===== src/logic/exe_pkg.sv =====
`default_nettype none

package exe_pkg;

    // Data path and address width
    localparam int XLEN = 32;

    // Physical register id width, bounds the register file depth
    localparam int PRF_ID_W = 6;

    localparam int ROB_ID_W = 5;

    localparam int UOP_W = 5;

    typedef logic [XLEN-1:0]     t_data;
    typedef logic [XLEN-1:0]     t_paddr;
    typedef logic [PRF_ID_W-1:0] t_prf_id;
    typedef logic [ROB_ID_W-1:0] t_rob_id;

    // Integer micro-ops, unlisted codes are illegal
    typedef enum logic [UOP_W-1:0] {
        U_ADD  = 5'd0,
        U_SUB  = 5'd1,
        U_AND  = 5'd2,
        U_OR   = 5'd3,
        U_XOR  = 5'd4,
        U_SLL  = 5'd5,
        U_SRL  = 5'd6,
        U_SLT  = 5'd7,
        U_SLTU = 5'd8,
        U_BEQ  = 5'd9,
        U_BNE  = 5'd10,
        U_BLT  = 5'd11,
        U_BGE  = 5'd12,
        U_JAL  = 5'd13
    } t_uop;

    // Branches and jumps, handled by the branch unit
    function automatic logic f_is_branch(t_uop uop);
        logic is_br;
        is_br = 1'b0;
        case (uop)
            U_BEQ, U_BNE, U_BLT, U_BGE, U_JAL: is_br = 1'b1;
            default: is_br = 1'b0;
        endcase
        return is_br;
    endfunction

endpackage

`default_nettype wire


===== src/logic/iprf.sv =====
`timescale 1ns/1ps
`default_nettype none

module iprf
    import exe_pkg::*;
#(
    parameter int NUM_PREGS = 64
) (
    input  logic    clk,
    input  logic    rst,
    input  t_prf_id rd1_id,
    input  t_prf_id rd2_id,
    output t_data   rd1_data,
    output t_data   rd2_data,
    input  logic    wr_en,
    input  t_prf_id wr_id,
    input  t_data   wr_data
);

    t_data regs [NUM_PREGS];

    always_ff @(posedge clk) begin
        if (rst) begin
            for (int i = 0; i < NUM_PREGS; i++) begin
                regs[i] <= '0;
            end
        end else if (wr_en && (int'(wr_id) < NUM_PREGS)) begin
            regs[wr_id] <= wr_data;
        end
    end

    // Same-cycle write bypasses the array
    always_comb begin
        rd1_data = '0;
        rd2_data = '0;
        if (wr_en && (wr_id == rd1_id)) begin
            rd1_data = wr_data;
        end else if (int'(rd1_id) < NUM_PREGS) begin
            rd1_data = regs[rd1_id];
        end
        if (wr_en && (wr_id == rd2_id)) begin
            rd2_data = wr_data;
        end else if (int'(rd2_id) < NUM_PREGS) begin
            rd2_data = regs[rd2_id];
        end
    end

endmodule

`default_nettype wire


===== src/logic/ialu.sv =====
`timescale 1ns/1ps
`default_nettype none

module ialu
    import exe_pkg::*;
(
    input  t_uop  uop,
    input  t_data src1,
    input  t_data src2,
    output logic  resvld,
    output t_data result
);

    logic [4:0] shamt;
    logic       known;
    logic       lt_signed;
    logic       lt_unsigned;

    assign shamt       = src2[4:0];
    assign lt_signed   = $signed(src1) < $signed(src2);
    assign lt_unsigned = src1 < src2;

    always_comb begin
        known  = 1'b1;
        result = '0;
        case (uop)
            U_ADD: begin
                result = src1 + src2;
            end
            U_SUB: begin
                result = src1 - src2;
            end
            U_AND: begin
                result = src1 & src2;
            end
            U_OR: begin
                result = src1 | src2;
            end
            U_XOR: begin
                result = src1 ^ src2;
            end
            U_SLL: begin
                result = src1 << shamt;
            end
            U_SRL: begin
                result = src1 >> shamt;
            end
            U_SLT: begin
                result = XLEN'(lt_signed);
            end
            U_SLTU: begin
                result = XLEN'(lt_unsigned);
            end
            default: begin
                known = 1'b0;
            end
        endcase
    end

    assign resvld = known && !f_is_branch(uop);

endmodule

`default_nettype wire


===== src/logic/ibr.sv =====
`timescale 1ns/1ps
`default_nettype none

module ibr
    import exe_pkg::*;
(
    input  logic   iss,
    input  t_uop   uop,
    input  t_data  src1,
    input  t_data  src2,
    input  t_paddr pc,
    input  t_paddr imm,
    output logic   resvld,
    output t_data  result,
    output logic   mispred,
    output t_paddr mispred_tgt
);

    logic is_br;
    logic taken;
    logic eq;
    logic lt;

    assign is_br = f_is_branch(uop);
    assign eq    = src1 == src2;
    assign lt    = $signed(src1) < $signed(src2);

    // Condition evaluation
    always_comb begin
        case (uop)
            U_BEQ: begin
                taken = eq;
            end
            U_BNE: begin
                taken = !eq;
            end
            U_BLT: begin
                taken = lt;
            end
            U_BGE: begin
                taken = !lt;
            end
            U_JAL: begin
                taken = 1'b1;
            end
            default: begin
                taken = 1'b0;
            end
        endcase
    end

    // Link value
    assign resvld = is_br;
    assign result = is_br ? t_data'(pc + t_paddr'(4)) : '0;

    // Predicted not taken, so every taken branch redirects
    assign mispred     = iss && is_br && taken;
    assign mispred_tgt = pc + imm;

endmodule

`default_nettype wire


===== src/logic/exe.sv =====
`timescale 1ns/1ps
`default_nettype none

module exe
    import exe_pkg::*;
(
    input  logic    clk,
    input  logic    rst,
    input  logic    iss,
    input  logic    nuke,
    input  t_uop    uop,
    input  t_data   rs1_data,
    input  t_data   rs2_data,
    input  logic    src2_imm,
    input  t_paddr  imm,
    input  t_paddr  pc,
    input  logic    dst_vld,
    input  t_prf_id pdst,
    input  t_rob_id robid,
    output logic    mispred,
    output t_paddr  mispred_tgt,
    output t_rob_id mispred_robid,
    output logic    wr_en,
    output t_prf_id wr_pdst,
    output t_data   wr_data,
    output logic    cmpl,
    output t_rob_id cmpl_robid,
    output logic    cmpl_mispred
);

    t_data   src2;
    logic    ialu_resvld;
    t_data   ialu_result;
    logic    ibr_resvld;
    t_data   ibr_result;
    t_data   result_ex0;

    logic    vld_ex1;
    logic    dst_vld_ex1;
    logic    mispred_ex1;
    t_prf_id pdst_ex1;
    t_rob_id robid_ex1;
    t_data   result_ex1;

    // EX0
    assign src2 = src2_imm ? t_data'(imm) : rs2_data;

    ialu ialu_inst (
        .uop    (uop),
        .src1   (rs1_data),
        .src2   (src2),
        .resvld (ialu_resvld),
        .result (ialu_result)
    );

    ibr ibr_inst (
        .iss         (iss),
        .uop         (uop),
        .src1        (rs1_data),
        .src2        (src2),
        .pc          (pc),
        .imm         (imm),
        .resvld      (ibr_resvld),
        .result      (ibr_result),
        .mispred     (mispred),
        .mispred_tgt (mispred_tgt)
    );

    assign mispred_robid = robid;

    // Illegal uops fall through to zero
    assign result_ex0 = ialu_resvld ? ialu_result :
                        ibr_resvld  ? ibr_result  : '0;

    always_ff @(posedge clk) begin
        if (rst) begin
            vld_ex1     <= 1'b0;
            dst_vld_ex1 <= 1'b0;
            mispred_ex1 <= 1'b0;
        end else begin
            vld_ex1     <= iss;
            dst_vld_ex1 <= iss && dst_vld;
            mispred_ex1 <= mispred;
        end
    end

    always_ff @(posedge clk) begin
        pdst_ex1   <= pdst;
        robid_ex1  <= robid;
        result_ex1 <= result_ex0;
    end

    // Flush in EX1 cancels write-back and completion
    assign wr_en        = dst_vld_ex1 && !nuke;
    assign wr_pdst      = pdst_ex1;
    assign wr_data      = result_ex1;
    assign cmpl         = vld_ex1 && !nuke;
    assign cmpl_robid   = robid_ex1;
    assign cmpl_mispred = mispred_ex1;

endmodule

`default_nettype wire


===== src/logic/exe_core.sv =====
`timescale 1ns/1ps
`default_nettype none

module exe_core
    import exe_pkg::*;
#(
    parameter int NUM_PREGS = 64
) (
    input  logic    clk,
    input  logic    rst,
    input  logic    iss,
    input  t_uop    uop,
    input  t_prf_id psrc1,
    input  t_prf_id psrc2,
    input  logic    src2_imm,
    input  t_paddr  imm,
    input  t_paddr  pc,
    input  logic    dst_vld,
    input  t_prf_id pdst,
    input  t_rob_id robid,
    input  logic    nuke,
    output logic    mispred,
    output t_paddr  mispred_tgt,
    output t_rob_id mispred_robid,
    output logic    wr_en,
    output t_prf_id wr_pdst,
    output t_data   wr_data,
    output logic    cmpl,
    output t_rob_id cmpl_robid,
    output logic    cmpl_mispred
);

    t_data rd1_data;
    t_data rd2_data;

    iprf #(
        .NUM_PREGS (NUM_PREGS)
    ) iprf_inst (
        .clk      (clk),
        .rst      (rst),
        .rd1_id   (psrc1),
        .rd2_id   (psrc2),
        .rd1_data (rd1_data),
        .rd2_data (rd2_data),
        .wr_en    (wr_en),
        .wr_id    (wr_pdst),
        .wr_data  (wr_data)
    );

    exe exe_inst (
        .clk           (clk),
        .rst           (rst),
        .iss           (iss),
        .nuke          (nuke),
        .uop           (uop),
        .rs1_data      (rd1_data),
        .rs2_data      (rd2_data),
        .src2_imm      (src2_imm),
        .imm           (imm),
        .pc            (pc),
        .dst_vld       (dst_vld),
        .pdst          (pdst),
        .robid         (robid),
        .mispred       (mispred),
        .mispred_tgt   (mispred_tgt),
        .mispred_robid (mispred_robid),
        .wr_en         (wr_en),
        .wr_pdst       (wr_pdst),
        .wr_data       (wr_data),
        .cmpl          (cmpl),
        .cmpl_robid    (cmpl_robid),
        .cmpl_mispred  (cmpl_mispred)
    );

endmodule

`default_nettype wire


===== config.mk =====
export PLATFORM = sky130hd
export DESIGN_NAME = exe_core
export DESIGN_NICKNAME = d
export VERILOG_FILES = /design/src/logic/exe_pkg.sv /design/src/logic/iprf.sv /design/src/logic/ialu.sv /design/src/logic/ibr.sv /design/src/logic/exe.sv /design/src/logic/exe_core.sv
export SDC_FILE = /design/constraint.sdc
export NUM_CORES = 2
export LEC_CHECK = 0
export BUFFER_PORTS_ARGS = -buffer_cell sky130_fd_sc_hd__buf_2
export CORE_UTILIZATION = 35
export DETAILED_ROUTE_END_ITERATION = 16
export HOLD_SLACK_MARGIN = 0.06
export PLACE_DENSITY = 0.57
export SYNTH_ARGS = -nofsm -noshare
export SYNTH_HDL_FRONTEND = slang
export SYNTH_HIERARCHICAL = 1
export SYNTH_SLANG_ARGS = --single-unit

===== constraint.sdc =====
create_clock -name clk -period 7.9 [get_ports clk]
set_input_delay 0.395 -clock clk [delete_from_list [all_inputs] [get_ports clk]]
set_output_delay 0.395 -clock clk [all_outputs]
set_load 0.01 [all_outputs]

==> run metrics <==
CP Capture Type=primary output; Final min period=7.80 ns; Max-cap violations=2; YS warnings=6; Layout Utilization=0.397; hold_ws=0.0662 ns; Hold Crit Class=input pin to flop; cell count after synthesis=9,160; global-route usage over all layers=0.303; CTS clock-pin slew for the worst setup and hold paths=0.06 ns; top-area cell type share of the netlist area=0.500; largest area contributor in the netlist=edfxtp_1; Avg Cell Area, Syn=13.4 sq um; Layout Cells excl Fill=14,032; Final period util=0.987; Crit Path Category=flop to primary output; post-DR vias/cell=6.41; grt total ovfl=0; first-pass GRT wire length=741,000 um; total wire length=552,000 um; Netlist Area Pre-Place=0.123 sq mm; vias in the first global route=85,506; setup_tns=0 ns; pin count of the biggest net entering global routing=77; worst-path fanout max=9; HPWL Detailed=370,000 um; die height=595 um; Nets=9,458; root buf cell=clkbuf_16; layout cells sized above 1=0.242; routability congestion estimate=1.06; CTS Sinks=2,094; Post-synth top flop=edfxtp_1; crit path DAT=7.40 ns; Slew headroom=-0.0722; setup ws final=0.104 ns; Mapped Nets=9,422; PwrDens=213 mW/mm^2; CTS tree=built; Initial Utilization=0.352; drt drc=0; top post-synthesis cells by area=edfxtp_1 (50%), mux4_2 (18%), and2_1 (11%), mux2i_1 (3.3%), clkbuf_1 (1.9%); Async S/R FF share, synth=0; post-CTS setup buffer count=0; initial antenna violation count=64; worst vdd ir=188 uV; Least-Margin Pin Slew=1.56 ns; Final Hold Viols=0; first-iteration detailed-routing DRC count=15,358; run status=finished with violations; final setup violation count=0; nature of the critical path startpoint=flop; Final Skew=0.0784 ns; cell total after placement=13,503; die area=0.354 sq mm; Netlist cell types=98; core area=0.350 sq mm; TritonCTS Buffers=238; num rows=217; most common cell after layout, fill and taps aside=and2_1; Via Count=89,896; most frequent cells in the layout=and2_1 (2,081), edfxtp_1 (2,048), mux4_2 (976), buf_4 (456), mux2i_1 (408); Worst-Skew Late Latency=0.97 ns; final slew viol count=10; # IOs=182; Routed Antenna Nets=0; H-tree lvl count=4; Pleak=50.6 nW; failing checks=max-capacitance violations, max-slew violations; port bufs=181; drt pass-1 iters=8; CP required=7.51 ns; Max Buffers Root-to-Sink=4; Die W=595 um; RSZ-0062 raised after global routing=no; pre-CTS WS=0.316 ns; fmax=128 MHz; DR WL/cell=39.3 um; Yosys reg bits=2,094; sequential share of the synthesized area=0.507; synthesis-to-layout area growth=12.7%; Post-synth EDFFs=2,048
what timing repair did:
action | 4_1_cts | 5_1_grt
gates resized for setup | 0 | 3
hold buffers | 51 | 0
endpoints found under the hold margin | 36 | 0
setup endpoints to repair | 0 | 1
registers in the layout (all words and copies together), names as in the netlist:
register	count
exe_inst/cmpl_mispred	1
exe_inst/cmpl_robid	5
exe_inst/dst_vld_ex1	1
exe_inst/vld_ex1	1
exe_inst/wr_data	32
exe_inst/wr_pdst	6
iprf_inst/regs	2048
report_power, final:
part,internal (mW),total (mW),switching [mW]
Clock,6.59,11.5,4.95
Combinational,1.78,5.21,3.42
Sequential,12.5,12.8,0.269
critical path, cell delays in order, from the launching register on:
cell     delay [ns]
dfxtp_1        0.30
nor2b_2        0.84
inv_1          0.15
nor4_1         0.40
nand2_1        0.34
and2_1         0.53
a32oi_2        0.81
o21ai_1        0.66
ha_1           0.53
a21o_1         0.17
a21o_1         0.17
a21oi_1        0.13
o41ai_1        0.08
nor3_1         0.38
o21ai_0        0.17
nor3b_1        0.28
o22ai_1        0.11
buf_4          0.19
buf_2          0.15
worst paths after layout:
check / depth (start not counted) / end / start / slack (ns)
max: 18 / mispred / exe_inst/dst_vld_ex1 / 0.10
min: 5 / exe_inst/wr_data[26] / pc[24] / 0.07
min reg2reg: 1 / iprf_inst/regs[4][19] / exe_inst/wr_data[19] / 0.85
max reg2reg: 19 / exe_inst/wr_data[21] / exe_inst/dst_vld_ex1 / 0.48
kinds of logic (layout without fill, tap and decap cells):
logic type	after synthesis	after routing	share of synthesized area
xor+xnor	86	86	0.00612
compound gates	1104	1104	0.0639
buf+inv	1072	1304	0.0384
simple gates	3201	3201	0.150
other cells	0	41	0
mux	1439	1439	0.218
fa+ha+maj	164	164	0.0169
flops	2094	2094	0.507
metrics by stage:
stage          instance area (sq um)  total power, mW
2_1_floorplan                 123000             15.8
3_3_place_gp                  130000             18.0
3_5_place_dp                  130000             18.0
4_1_cts                       139000             29.4
5_1_grt                       139000             30.1
6_report                      139000             29.5
layer usage:
layer	up-vias	routed length, um	global-route usage
li1	35034	-	-
met1	46682	204000	0.391
met2	6797	236000	0.446
met3	1353	74500	0.101
met4	30	37700	0.167
met5	-	521	0.0137
cells in the mapped netlist (10+ instances only):
master,n
a221oi_1,58
inv_1,145
o22ai_1,45
nor2b_1,48
or3_1,22
a22oi_1,257
xor2_1,36
nand4_1,53
nor2_1,289
dfxtp_1,46
buf_1,41
o21bai_1,20
edfxtp_1,2048
a211oi_1,28
a31oi_1,29
a21o_1,48
and4_1,10
nand2_1,264
a211o_1,30
mux4_2,976
and2_1,2084
ha_1,161
nor3_1,46
clkbuf_1,639
a221o_1,21
o21ai_0,152
a32oi_1,12
nand2b_1,33
a21oi_1,160
o221ai_1,35
mux2_2,24
nor4_1,31
nand3_1,194
mux2i_1,408
mux2_4,30
buf_4,59
o211ai_1,45
buf_2,145
a22o_1,55
and3_1,23
xnor2_1,50
or2_2,70
buf_6,34
layout make-up:
cell class | count | area (sq um)
fill | 32431 | 211000
sequential | 2094 | 62500
multi-input combinational | 5994 | 56300
clock buffer | 274 | 6130
tap | 4599 | 5750
timing repair buffer | 718 | 5550
clock inverter | 162 | 1780
inverter | 150 | 563
antenna | 41 | 103
Power figures use the tool's default switching activity.
